File: src/common/rvfi_check_pkg.sv
// RV32I subset only, 32-bit fixed; no loads, stores, CSRs, traps or compressed encodings
package rvfi_check_pkg;

  localparam int unsigned xlen        = 32;
  localparam int unsigned order_width = 64;
  localparam int unsigned count_width = 16;
  localparam int unsigned num_regs    = 32;
  localparam logic [xlen-1:0] reset_pc = 32'h8000_0000;

  localparam logic [6:0] op_reg    = 7'b0110011;
  localparam logic [6:0] op_imm    = 7'b0010011;
  localparam logic [6:0] op_lui    = 7'b0110111;
  localparam logic [6:0] op_auipc  = 7'b0010111;
  localparam logic [6:0] op_jal    = 7'b1101111;
  localparam logic [6:0] op_jalr   = 7'b1100111;
  localparam logic [6:0] op_branch = 7'b1100011;

  // Bit positions inside the report mismatch mask
  localparam int unsigned mis_order       = 0;
  localparam int unsigned mis_pc_rdata    = 1;
  localparam int unsigned mis_rs1         = 2;
  localparam int unsigned mis_rs2         = 3;
  localparam int unsigned mis_rd          = 4;
  localparam int unsigned mis_pc_wdata    = 5;
  localparam int unsigned mis_unsupported = 6;
  localparam int unsigned mis_width       = 7;

  typedef struct packed {
    logic [6:0] funct7;
    logic [4:0] rs2;
    logic [4:0] rs1;
    logic [2:0] funct3;
    logic [4:0] rd;
    logic [6:0] opcode;
  } r_fmt_t;

  typedef struct packed {
    logic [11:0] imm;
    logic [4:0]  rs1;
    logic [2:0]  funct3;
    logic [4:0]  rd;
    logic [6:0]  opcode;
  } i_fmt_t;

  // The branch immediate is scattered over the upper bits and the rd slot
  typedef struct packed {
    logic       imm_12;
    logic [5:0] imm_10_5;
    logic [4:0] rs2;
    logic [4:0] rs1;
    logic [2:0] funct3;
    logic [3:0] imm_4_1;
    logic       imm_11;
    logic [6:0] opcode;
  } b_fmt_t;

  typedef struct packed {
    logic [19:0] imm;
    logic [4:0]  rd;
    logic [6:0]  opcode;
  } u_fmt_t;

  typedef struct packed {
    logic       imm_20;
    logic [9:0] imm_10_1;
    logic       imm_11;
    logic [7:0] imm_19_12;
    logic [4:0] rd;
    logic [6:0] opcode;
  } j_fmt_t;

  typedef union packed {
    r_fmt_t r_fmt;
    i_fmt_t i_fmt;
    b_fmt_t b_fmt;
    u_fmt_t u_fmt;
    j_fmt_t j_fmt;
  } insn_u;

  typedef struct packed {
    logic [order_width-1:0] order;
    logic [xlen-1:0]        insn;
    logic                   trap;
    logic [xlen-1:0]        pc_rdata;
    logic [xlen-1:0]        pc_wdata;
    logic [4:0]             rs1_addr;
    logic [4:0]             rs2_addr;
    logic [xlen-1:0]        rs1_rdata;
    logic [xlen-1:0]        rs2_rdata;
    logic [4:0]             rd_addr;
    logic [xlen-1:0]        rd_wdata;
  } rvfi_rec_t;

  // The last six encodings are branch conditions, not ALU results
  typedef enum logic [3:0] {
    alu_add, alu_sub, alu_sll, alu_slt, alu_sltu, alu_xor, alu_srl, alu_sra,
    alu_or, alu_and, alu_beq, alu_bne, alu_blt, alu_bge, alu_bltu, alu_bgeu
  } alu_op_e;

  typedef enum logic [1:0] {
    src_rs1, src_pc, src_zero
  } src_a_e;

  typedef enum logic [1:0] {
    ctl_none, ctl_branch, ctl_jal, ctl_jalr
  } ctl_e;

  typedef struct packed {
    rvfi_rec_t       rec;
    alu_op_e         alu_op;
    src_a_e          src_a;
    logic            src_b_imm;
    logic [xlen-1:0] imm;
    logic [4:0]      rs1;
    logic [4:0]      rs2;
    logic [4:0]      rd;
    logic            rd_we;
    logic            uses_rs1;
    logic            uses_rs2;
    ctl_e            ctl;
    logic            unsupported;
  } dec_op_t;

  typedef struct packed {
    rvfi_rec_t       rec;
    logic [xlen-1:0] rs1_data;
    logic [xlen-1:0] rs2_data;
    logic [xlen-1:0] rd_data;
    logic [xlen-1:0] next_pc;
    logic            rd_we;
    logic            uses_rs1;
    logic            uses_rs2;
    logic            order_mis;
    logic            pc_mis;
    logic            unsupported;
  } exp_t;

  typedef struct packed {
    logic [order_width-1:0] order;
    logic [mis_width-1:0]   mismatch;
    logic [xlen-1:0]        exp_rd;
    logic [xlen-1:0]        exp_pc;
  } report_t;

endpackage

File: src/rtl/insn_decode.sv
// Decodes RV32I ALU, LUI, AUIPC, JAL, JALR and branches; anything else or a trap is unsupported
module insn_decode (
  input  logic                      clk_i,
  input  logic                      rst_ni,
  input  logic                      in_valid_i,
  output logic                      in_ready_o,
  input  rvfi_check_pkg::rvfi_rec_t in_i,
  output logic                      out_valid_o,
  input  logic                      out_ready_i,
  output rvfi_check_pkg::dec_op_t   out_o
);

  rvfi_check_pkg::insn_u   insn;
  rvfi_check_pkg::dec_op_t dec_d;
  logic [2:0]              funct3;
  logic [6:0]              funct7;
  logic                    legal;

  function automatic rvfi_check_pkg::alu_op_e alu_of(logic [2:0] f3, logic alt);
    rvfi_check_pkg::alu_op_e op;
    case (f3)
      3'b000:  op = alt ? rvfi_check_pkg::alu_sub : rvfi_check_pkg::alu_add;
      3'b001:  op = rvfi_check_pkg::alu_sll;
      3'b010:  op = rvfi_check_pkg::alu_slt;
      3'b011:  op = rvfi_check_pkg::alu_sltu;
      3'b100:  op = rvfi_check_pkg::alu_xor;
      3'b101:  op = alt ? rvfi_check_pkg::alu_sra : rvfi_check_pkg::alu_srl;
      3'b110:  op = rvfi_check_pkg::alu_or;
      default: op = rvfi_check_pkg::alu_and;
    endcase
    return op;
  endfunction

  assign insn   = in_i.insn;
  assign funct3 = insn.r_fmt.funct3;
  assign funct7 = insn.r_fmt.funct7;

  always_comb begin
    dec_d          = '0;
    dec_d.rec      = in_i;
    dec_d.rs1      = insn.r_fmt.rs1;
    dec_d.rs2      = insn.r_fmt.rs2;
    dec_d.rd       = insn.r_fmt.rd;
    dec_d.src_a    = rvfi_check_pkg::src_rs1;
    dec_d.ctl      = rvfi_check_pkg::ctl_none;
    dec_d.alu_op   = rvfi_check_pkg::alu_add;
    legal          = 1'b1;
    case (insn.r_fmt.opcode)
      rvfi_check_pkg::op_reg: begin
        // Only SUB and SRA use the alternate funct7
        legal = (funct7 == 7'h00) ||
                (funct7 == 7'h20 && (funct3 == 3'b000 || funct3 == 3'b101));
        dec_d.alu_op   = alu_of(funct3, funct7[5]);
        dec_d.rd_we    = 1'b1;
        dec_d.uses_rs1 = 1'b1;
        dec_d.uses_rs2 = 1'b1;
      end
      rvfi_check_pkg::op_imm: begin
        if (funct3 == 3'b001) begin
          legal = (funct7 == 7'h00);
        end else if (funct3 == 3'b101) begin
          legal = (funct7 == 7'h00) || (funct7 == 7'h20);
        end
        dec_d.alu_op    = alu_of(funct3, funct3 == 3'b101 && funct7[5]);
        dec_d.src_b_imm = 1'b1;
        dec_d.imm       = {{20{insn.i_fmt.imm[11]}}, insn.i_fmt.imm};
        dec_d.rd_we     = 1'b1;
        dec_d.uses_rs1  = 1'b1;
      end
      rvfi_check_pkg::op_lui, rvfi_check_pkg::op_auipc: begin
        dec_d.src_a     = (insn.u_fmt.opcode == rvfi_check_pkg::op_lui) ?
                          rvfi_check_pkg::src_zero : rvfi_check_pkg::src_pc;
        dec_d.src_b_imm = 1'b1;
        dec_d.imm       = {insn.u_fmt.imm, 12'b0};
        dec_d.rd_we     = 1'b1;
      end
      rvfi_check_pkg::op_jal: begin
        dec_d.ctl   = rvfi_check_pkg::ctl_jal;
        dec_d.imm   = {{11{insn.j_fmt.imm_20}}, insn.j_fmt.imm_20, insn.j_fmt.imm_19_12,
                       insn.j_fmt.imm_11, insn.j_fmt.imm_10_1, 1'b0};
        dec_d.rd_we = 1'b1;
      end
      rvfi_check_pkg::op_jalr: begin
        legal          = (funct3 == 3'b000);
        dec_d.ctl      = rvfi_check_pkg::ctl_jalr;
        dec_d.imm      = {{20{insn.i_fmt.imm[11]}}, insn.i_fmt.imm};
        dec_d.rd_we    = 1'b1;
        dec_d.uses_rs1 = 1'b1;
      end
      rvfi_check_pkg::op_branch: begin
        legal          = (funct3 != 3'b010) && (funct3 != 3'b011);
        dec_d.ctl      = rvfi_check_pkg::ctl_branch;
        dec_d.imm      = {{19{insn.b_fmt.imm_12}}, insn.b_fmt.imm_12, insn.b_fmt.imm_11,
                          insn.b_fmt.imm_10_5, insn.b_fmt.imm_4_1, 1'b0};
        dec_d.uses_rs1 = 1'b1;
        dec_d.uses_rs2 = 1'b1;
        case (funct3)
          3'b000:  dec_d.alu_op = rvfi_check_pkg::alu_beq;
          3'b001:  dec_d.alu_op = rvfi_check_pkg::alu_bne;
          3'b100:  dec_d.alu_op = rvfi_check_pkg::alu_blt;
          3'b101:  dec_d.alu_op = rvfi_check_pkg::alu_bge;
          3'b110:  dec_d.alu_op = rvfi_check_pkg::alu_bltu;
          default: dec_d.alu_op = rvfi_check_pkg::alu_bgeu;
        endcase
      end
      default: legal = 1'b0;
    endcase
    dec_d.unsupported = in_i.trap || !legal;
    // A write to x0 is no write at all
    if (dec_d.rd == 5'd0 || dec_d.unsupported) begin
      dec_d.rd_we = 1'b0;
    end
  end

  assign in_ready_o = !out_valid_o || out_ready_i;

  always_ff @(posedge clk_i) begin
    if (rst_ni) begin
      out_valid_o <= 1'b0;
    end else if (in_ready_o) begin
      out_valid_o <= in_valid_i;
    end
  end

  always_ff @(posedge clk_i) begin
    if (in_valid_i && in_ready_o) begin
      out_o <= dec_d;
    end
  end

endmodule

File: src/rtl/shadow_execute.sv
// Shadow state advances once per accepted record and is never resynchronized to the core
module shadow_execute (
  input  logic                    clk_i,
  input  logic                    rst_ni,
  input  logic                    in_valid_i,
  output logic                    in_ready_o,
  input  rvfi_check_pkg::dec_op_t in_i,
  output logic                    out_valid_o,
  input  logic                    out_ready_i,
  output rvfi_check_pkg::exp_t    out_o
);

  logic [rvfi_check_pkg::xlen-1:0]        regs_q [rvfi_check_pkg::num_regs];
  logic [rvfi_check_pkg::xlen-1:0]        pc_q;
  logic [rvfi_check_pkg::order_width-1:0] order_q;
  logic [rvfi_check_pkg::xlen-1:0]        rs1_val;
  logic [rvfi_check_pkg::xlen-1:0]        rs2_val;
  logic [rvfi_check_pkg::xlen-1:0]        op_a;
  logic [rvfi_check_pkg::xlen-1:0]        op_b;
  logic [rvfi_check_pkg::xlen-1:0]        alu_res;
  logic [rvfi_check_pkg::xlen-1:0]        pc_plus4;
  logic [rvfi_check_pkg::xlen-1:0]        jalr_sum;
  logic [rvfi_check_pkg::xlen-1:0]        next_pc;
  logic [rvfi_check_pkg::xlen-1:0]        rd_val;
  logic                                   taken;
  logic                                   accept;
  rvfi_check_pkg::exp_t                   exp_d;

  assign rs1_val  = regs_q[in_i.rs1];
  assign rs2_val  = regs_q[in_i.rs2];
  assign pc_plus4 = pc_q + 32'd4;
  assign jalr_sum = rs1_val + in_i.imm;

  always_comb begin
    case (in_i.src_a)
      rvfi_check_pkg::src_pc:   op_a = pc_q;
      rvfi_check_pkg::src_zero: op_a = '0;
      default:                  op_a = rs1_val;
    endcase
    op_b = in_i.src_b_imm ? in_i.imm : rs2_val;
  end

  always_comb begin
    taken = 1'b0;
    case (in_i.alu_op)
      rvfi_check_pkg::alu_sub:  alu_res = op_a - op_b;
      rvfi_check_pkg::alu_sll:  alu_res = op_a << op_b[4:0];
      rvfi_check_pkg::alu_slt:  alu_res = {31'b0, $signed(op_a) < $signed(op_b)};
      rvfi_check_pkg::alu_sltu: alu_res = {31'b0, op_a < op_b};
      rvfi_check_pkg::alu_xor:  alu_res = op_a ^ op_b;
      rvfi_check_pkg::alu_srl:  alu_res = op_a >> op_b[4:0];
      rvfi_check_pkg::alu_sra:  alu_res = $unsigned($signed(op_a) >>> op_b[4:0]);
      rvfi_check_pkg::alu_or:   alu_res = op_a | op_b;
      rvfi_check_pkg::alu_and:  alu_res = op_a & op_b;
      default:                  alu_res = op_a + op_b;
    endcase
    case (in_i.alu_op)
      rvfi_check_pkg::alu_beq:  taken = (rs1_val == rs2_val);
      rvfi_check_pkg::alu_bne:  taken = (rs1_val != rs2_val);
      rvfi_check_pkg::alu_blt:  taken = ($signed(rs1_val) < $signed(rs2_val));
      rvfi_check_pkg::alu_bge:  taken = ($signed(rs1_val) >= $signed(rs2_val));
      rvfi_check_pkg::alu_bltu: taken = (rs1_val < rs2_val);
      rvfi_check_pkg::alu_bgeu: taken = (rs1_val >= rs2_val);
      default:                  taken = 1'b0;
    endcase
  end

  always_comb begin
    rd_val = alu_res;
    case (in_i.ctl)
      rvfi_check_pkg::ctl_branch: next_pc = taken ? pc_q + in_i.imm : pc_plus4;
      rvfi_check_pkg::ctl_jal: begin
        next_pc = pc_q + in_i.imm;
        rd_val  = pc_plus4;
      end
      rvfi_check_pkg::ctl_jalr: begin
        next_pc = {jalr_sum[rvfi_check_pkg::xlen-1:1], 1'b0};
        rd_val  = pc_plus4;
      end
      default: next_pc = pc_plus4;
    endcase
  end

  always_comb begin
    exp_d             = '0;
    exp_d.rec         = in_i.rec;
    exp_d.rs1_data    = rs1_val;
    exp_d.rs2_data    = rs2_val;
    exp_d.rd_data     = in_i.rd_we ? rd_val : '0;
    // An unsupported record leaves the pc where the model has it
    exp_d.next_pc     = in_i.unsupported ? pc_q : next_pc;
    exp_d.rd_we       = in_i.rd_we;
    exp_d.uses_rs1    = in_i.uses_rs1;
    exp_d.uses_rs2    = in_i.uses_rs2;
    exp_d.order_mis   = (in_i.rec.order != order_q);
    exp_d.pc_mis      = (in_i.rec.pc_rdata != pc_q);
    exp_d.unsupported = in_i.unsupported;
  end

  assign in_ready_o = !out_valid_o || out_ready_i;
  assign accept     = in_valid_i && in_ready_o;

  always_ff @(posedge clk_i) begin
    if (rst_ni) begin
      pc_q    <= rvfi_check_pkg::reset_pc;
      order_q <= '0;
      for (int i = 0; i < rvfi_check_pkg::num_regs; i++) begin
        regs_q[i] <= '0;
      end
    end else if (accept) begin
      // The order follows the core even when the record is unsupported
      order_q <= in_i.rec.order + 1'b1;
      if (!in_i.unsupported) begin
        pc_q <= next_pc;
        if (in_i.rd_we) begin
          regs_q[in_i.rd] <= rd_val;
        end
      end
    end
  end

  always_ff @(posedge clk_i) begin
    if (rst_ni) begin
      out_valid_o <= 1'b0;
    end else if (in_ready_o) begin
      out_valid_o <= in_valid_i;
    end
  end

  always_ff @(posedge clk_i) begin
    if (accept) begin
      out_o <= exp_d;
    end
  end

endmodule

File: src/rtl/commit_compare.sv
// Counters saturate at their maximum and only count reports taken by the consumer
module commit_compare (
  input  logic                                   clk_i,
  input  logic                                   rst_ni,
  input  logic                                   in_valid_i,
  output logic                                   in_ready_o,
  input  rvfi_check_pkg::exp_t                   in_i,
  output logic                                   rpt_valid_o,
  input  logic                                   rpt_ready_i,
  output rvfi_check_pkg::report_t                rpt_o,
  output logic [rvfi_check_pkg::count_width-1:0] checked_count_o,
  output logic [rvfi_check_pkg::count_width-1:0] mismatch_count_o
);

  logic [rvfi_check_pkg::mis_width-1:0] mis;
  logic                                 handout;

  always_comb begin
    mis = '0;
    mis[rvfi_check_pkg::mis_order]    = in_i.order_mis;
    mis[rvfi_check_pkg::mis_pc_rdata] = in_i.pc_mis;
    if (in_i.unsupported) begin
      mis[rvfi_check_pkg::mis_unsupported] = 1'b1;
    end else begin
      mis[rvfi_check_pkg::mis_rs1] = in_i.uses_rs1 && (in_i.rec.rs1_rdata != in_i.rs1_data);
      mis[rvfi_check_pkg::mis_rs2] = in_i.uses_rs2 && (in_i.rec.rs2_rdata != in_i.rs2_data);
      mis[rvfi_check_pkg::mis_rd]  = in_i.rd_we && (in_i.rec.rd_wdata != in_i.rd_data);
      mis[rvfi_check_pkg::mis_pc_wdata] = (in_i.rec.pc_wdata != in_i.next_pc);
    end
  end

  assign in_ready_o = !rpt_valid_o || rpt_ready_i;
  assign handout    = rpt_valid_o && rpt_ready_i;

  always_ff @(posedge clk_i) begin
    if (rst_ni) begin
      rpt_valid_o <= 1'b0;
    end else if (in_ready_o) begin
      rpt_valid_o <= in_valid_i;
    end
  end

  always_ff @(posedge clk_i) begin
    if (in_valid_i && in_ready_o) begin
      rpt_o.order    <= in_i.rec.order;
      rpt_o.mismatch <= mis;
      rpt_o.exp_rd   <= in_i.rd_data;
      rpt_o.exp_pc   <= in_i.next_pc;
    end
  end

  always_ff @(posedge clk_i) begin
    if (rst_ni) begin
      checked_count_o  <= '0;
      mismatch_count_o <= '0;
    end else if (handout) begin
      if (checked_count_o != '1) begin
        checked_count_o <= checked_count_o + 1'b1;
      end
      if (rpt_o.mismatch != '0 && mismatch_count_o != '1) begin
        mismatch_count_o <= mismatch_count_o + 1'b1;
      end
    end
  end

endmodule

File: src/rtl/rvfi_checker_top.sv
// One RVFI commit port in, one report per record out, three records in flight at most
module rvfi_checker_top (
  input  logic                                   clk_i,
  input  logic                                   rst_ni,
  input  logic                                   rec_valid_i,
  output logic                                   rec_ready_o,
  input  rvfi_check_pkg::rvfi_rec_t              rec_i,
  output logic                                   rpt_valid_o,
  input  logic                                   rpt_ready_i,
  output rvfi_check_pkg::report_t                rpt_o,
  output logic [rvfi_check_pkg::count_width-1:0] checked_count_o,
  output logic [rvfi_check_pkg::count_width-1:0] mismatch_count_o
);

  logic                    dec_valid;
  logic                    dec_ready;
  rvfi_check_pkg::dec_op_t dec_op;
  logic                    exp_valid;
  logic                    exp_ready;
  rvfi_check_pkg::exp_t    exp_rec;

  insn_decode u_decode (
    .clk_i       (clk_i),
    .rst_ni      (rst_ni),
    .in_valid_i  (rec_valid_i),
    .in_ready_o  (rec_ready_o),
    .in_i        (rec_i),
    .out_valid_o (dec_valid),
    .out_ready_i (dec_ready),
    .out_o       (dec_op)
  );

  shadow_execute u_execute (
    .clk_i       (clk_i),
    .rst_ni      (rst_ni),
    .in_valid_i  (dec_valid),
    .in_ready_o  (dec_ready),
    .in_i        (dec_op),
    .out_valid_o (exp_valid),
    .out_ready_i (exp_ready),
    .out_o       (exp_rec)
  );

  commit_compare u_compare (
    .clk_i            (clk_i),
    .rst_ni           (rst_ni),
    .in_valid_i       (exp_valid),
    .in_ready_o       (exp_ready),
    .in_i             (exp_rec),
    .rpt_valid_o      (rpt_valid_o),
    .rpt_ready_i      (rpt_ready_i),
    .rpt_o            (rpt_o),
    .checked_count_o  (checked_count_o),
    .mismatch_count_o (mismatch_count_o)
  );

endmodule

File: config.mk
export PLATFORM = sky130hd
export DESIGN_NAME = rvfi_checker_top
export DESIGN_NICKNAME = d
export VERILOG_FILES = /design/src/common/rvfi_check_pkg.sv /design/src/rtl/insn_decode.sv /design/src/rtl/shadow_execute.sv /design/src/rtl/commit_compare.sv /design/src/rtl/rvfi_checker_top.sv
export SDC_FILE = /design/constraint.sdc
export NUM_CORES = 2
export LEC_CHECK = 0
export BUFFER_PORTS_ARGS = -buffer_cell sky130_fd_sc_hd__buf_4
export CAP_MARGIN = 20
export CORE_MARGIN = 2
export CORE_UTILIZATION = 55
export DETAILED_ROUTE_END_ITERATION = 12
export GPL_TIMING_DRIVEN = 0
export PLACE_DENSITY = 0.72
export SYNTH_ARGS = -nofsm -noshare
export SYNTH_HDL_FRONTEND = slang
export SYNTH_SLANG_ARGS = --single-unit
File: constraint.sdc
create_clock -name clk_i -period 14.64 [get_ports clk_i]
set_input_delay 0.732 -clock clk_i [delete_from_list [all_inputs] [get_ports clk_i]]
set_output_delay 0.732 -clock clk_i [all_outputs]
set_load 0.03 [all_outputs]
==> impl_metrics.py <==
metrics = {
    "sta": {
        "max_freq_mhz": 87.7,
        "final.min_clock_period_ps": 11400,
        "period_share_pct": 77.9,
        "finalClockSkew_ps": 112,
        "slew_viol_final": 0,
        "rsz0062_at_grt": "no",
        "worstMarginPinSlew_ps": 1480,
        "slew_headroom_pct": 1.61,
        "setup_viol": 0,
        "worst_slack_ps": 3240,
        "hold_violations": 0,
    },
    "yosys": {
        "synth_seq_area_share_pct": 55.8,
        "synth_seq_cells": 1910,
        "syn_area_um2": 100000,
        "yosysWarningCount": 0,
        "synth-edff-count": 1769,
        "yosysMostFrequentCell": "edfxtp_1",
        "syn-num-nets": 8469,
        "avgSynthCellArea_um2": 12.5,
        "synthTopCellsByCount": "edfxtp_1, nor2_1, mux2i_1",
        "yosys-top-cells-area": "edfxtp_1, mux2i_1, mux4_2",
        "synth-main-ff-cell": "edfxtp_1",
        "syn_inst": 7994,
        "ys_types": 109,
        "synth_top_area_share_pct": 53.0,
        "synthArstFlopShare_pct": 0,
        "yosys.area.top_type": "edfxtp_1",
    },
    "worst_setup_path": {
        "cp-end-kind": "register",
        "rr_worst_depth": 21,
        "startpoint_type": "register",
        "timing.rr.end": "u_execute.out_o[65]",
        "cp_max_fo": 10,
        "arrival_ps": 11990,
        "path_class": "reg2reg",
        "critPathRequiredTime_ps": 15220,
        "r2r_slack_ps": 3240,
    },
    "clock_network": {
        "cts_tree": "done",
        "h-tree-depth": 4,
        "ctsLongestPathBuffers": 3,
        "cts_sinks": 1910,
        "cts_made_buffers": 195,
        "postCtsSetupRepairBufs": 0,
        "path_clk_slew_ps": 60,
        "cts_root_buf": "clkbuf_16",
        "clock_latency_ps": 940,
    },
    "place": {
        "hpwlAfterDp_um": 340000,
        "place_congestion": 1.10,
        "port_buffers": 426,
        "place_ws_ps": 3780,
        "dp.cells": 10900,
        "post_dp_cell_area_um2": 109000,
    },
    "routing": {
        "ant_nets": 0,
        "avgRoutedWirePerCell_um": 39.9,
        "wl_met3_um": 73200,
        "drt-initial-drc-count": 15200,
        "highest_layer": "met5",
        "met2WireLength_um": 188000,
        "vias": 81800,
        "wl_um": 460000,
        "remaining_drc_errors": 0,
        "viasPerCell": 7.10,
        "drtPass1Iterations": 9,
        "drt-met1-wl_um": 155000,
    },
    "hold_path": {
        "hold_class": "in2reg",
        "whs_path_depth": 1,
        "holdPathEnd": "u_decode.out_o[71]",
        "min_from": "rec_i[11]",
    },
    "power_and_ir_drop": {
        "leakagePower_nw": 43.6,
        "power_density_nw_per_um2": 135,
        "internal_power_mw": 10.6,
        "vdd_drop_max_v": 0.000141,
        "p_sw_mw": 5.38,
        "clock_power_share_pct": 33.2,
        "totalPowerFinal_mw": 15.9,
        "seqPwrFrac_pct": 40.3,
        "combPwrFrac_pct": 26.5,
        "p_sw_share_pct": 33.8,
    },
    "floorplanning": {
        "fp-row-count": 156,
        "core-area_um2": 181000,
        "die_h_um": 431,
        "die_x_um": 431,
        "dieArea_um2": 186000,
        "initial_core_util_pct": 55.4,
        "pin_count": 445,
    },
    "global_routing": {
        "antenna_found_initial": 42,
        "grt_max_degree": 125,
        "overflow": 0,
        "grt_pass1_wl_um": 617000,
        "grt_pass1_vias": 77500,
        "track_usage_pct": 48.5,
    },
    "flow_run": {
        "cap_violations": 0,
    },
    "final_layout": {
        "drive_above_1_share_pct": 18.3,
        "fin_area_um2": 118000,
        "fillers": 13500,
        "area_growth_pct": 17.3,
        "stdcell_count": 11500,
        "layout.nets": 9411,
    },
    "run_status": {
        "outcome": "finished clean",
    },
}
[stage by stage]
step / util (%) / TNS, ps / hold WS (ps)
final: 65.0 / 0 / 5.20
after detailed placement: 60.1 / 0 / 405
after global placement: 58.8 / -732410 / 401
after floorplan: - / 0 / 400
after CTS: 64.8 / 0 / 0.168
after global routing: 65.0 / 0 / 11.1
[layout by cell type, fill, tap and decap left out, types with 173 or more instances in the layout]
| cell type | n |
|---|---|
| a21oi_1 | 371 |
| a22oi_1 | 309 |
| buf_4 | 474 |
| clkbuf_1 | 401 |
| clkbuf_16 | 196 |
| dlygate4sd3_1 | 173 |
| edfxtp_1 | 1769 |
| ha_1 | 195 |
| mux2i_1 | 713 |
| mux4_2 | 287 |
| nand2_1 | 270 |
| nor2_1 | 1305 |
| xnor2_1 | 329 |
[flip-flops by register name, summed over array words and instances (netlist names), 16 cells and up, named ones only]
signal	count
u_compare.checked_count_o	16
u_compare.mismatch_count_o	16
u_compare.rpt_o	135
u_decode.out_o	284
u_execute.order_q	64
u_execute.out_o	326
u_execute.pc_q	32
u_execute.regs_q	1024
[how the worst max path moves through the flow]
stage / cells past startpoint / slack, ps / end / start
after detailed placement: 21 / 3780 / u_execute.out_o[65] / register
after global placement: 8 / -2410 / u_execute.order_q[56] / rpt_ready_i
after CTS: 21 / 3760 / u_execute.out_o[65] / register
after floorplan: 7 / 3410 / u_execute.order_q[52] / rpt_ready_i
after global routing: 23 / 3670 / u_execute.out_o[65] / register
final: 21 / 3240 / u_execute.out_o[65] / register
[power groups by stage]
| stage | Combinational [mW] | Sequential, mW | Clock (mW) |
|---|---|---|---|
| 5_1_grt | 4.25 | 6.43 | 5.45 |
| 3_3_place_gp | 3.75 | 6.56 | 0 |
| 4_1_cts | 3.97 | 6.41 | 5.23 |
| 6_report | 4.22 | 6.42 | 5.30 |
| 3_5_place_dp | 3.91 | 6.52 | 0 |
| 2_1_floorplan | 2.16 | 6.50 | 0 |
[per-layer routing]
layer | GRT usage (%) | vias up
li1 | - | 32000
met3 | 20.3 | 1897
met4 | 36.0 | 16
met5 | 0.677 | -
met2 | 67.6 | 7686
met1 | 60.0 | 40100
[logic make-up (layout without fill, tap and decap cells)]
| kind of cell | after synthesis | in the layout | synth area share, % |
|---|---|---|---|
| flip-flops | 1910 | 1910 | 55.8 |
| adder cells (fa/ha/maj) | 199 | 199 | 2.51 |
| buffers and inverters | 781 | 1890 | 3.81 |
| XOR/XNOR | 420 | 420 | 3.67 |
| AO/OA/AOI/OAI | 1405 | 1405 | 9.76 |
| multiplexers | 1067 | 1067 | 14.4 |
| AND/OR/NAND/NOR | 2212 | 2212 | 10.1 |
| other | 0 | 38 | 0 |
[timing repair]
action,in CTS,in global routing
hold buffers,173,0
hold endpoints to repair,173,0
resized for setup,0,0
[critical path, stage by stage (launching register included)]
cell       delay, ps
dfxtp_1          370
buf_6            230
clkbuf_1         970
clkbuf_1         850
clkbuf_1         860
mux4_2           680
mux4_2           570
mux2_2           420
mux2i_1          620
ha_1             260
clkbuf_1         580
o21bai_1         160
a221oi_1        1080
o311ai_1         410
a41o_1           460
a21o_1           260
a21oi_1          170
xnor2_1          150
o2111ai_1        180
o22ai_1          950
buf_2            460
nor2_1           300
[layout make-up]
| class | count | area [µm²] | area share [%] |
|---|---|---|---|
| Antenna cell | 38 | 95.1 | 0.0808 |
| Buffer | 600 | 3160 | 2.68 |
| Clock buffer | 244 | 5200 | 4.42 |
| Clock inverter | 120 | 1530 | 1.30 |
| Inverter | 181 | 687 | 0.584 |
| Multi-Input combinational cell | 5303 | 40800 | 34.7 |
| Sequential cell | 1910 | 55900 | 47.6 |
| Tap cell | 2370 | 2970 | 2.52 |
| Timing Repair Buffer | 745 | 7250 | 6.17 |
No activity file was read; power rests on OpenSTA's default activity.
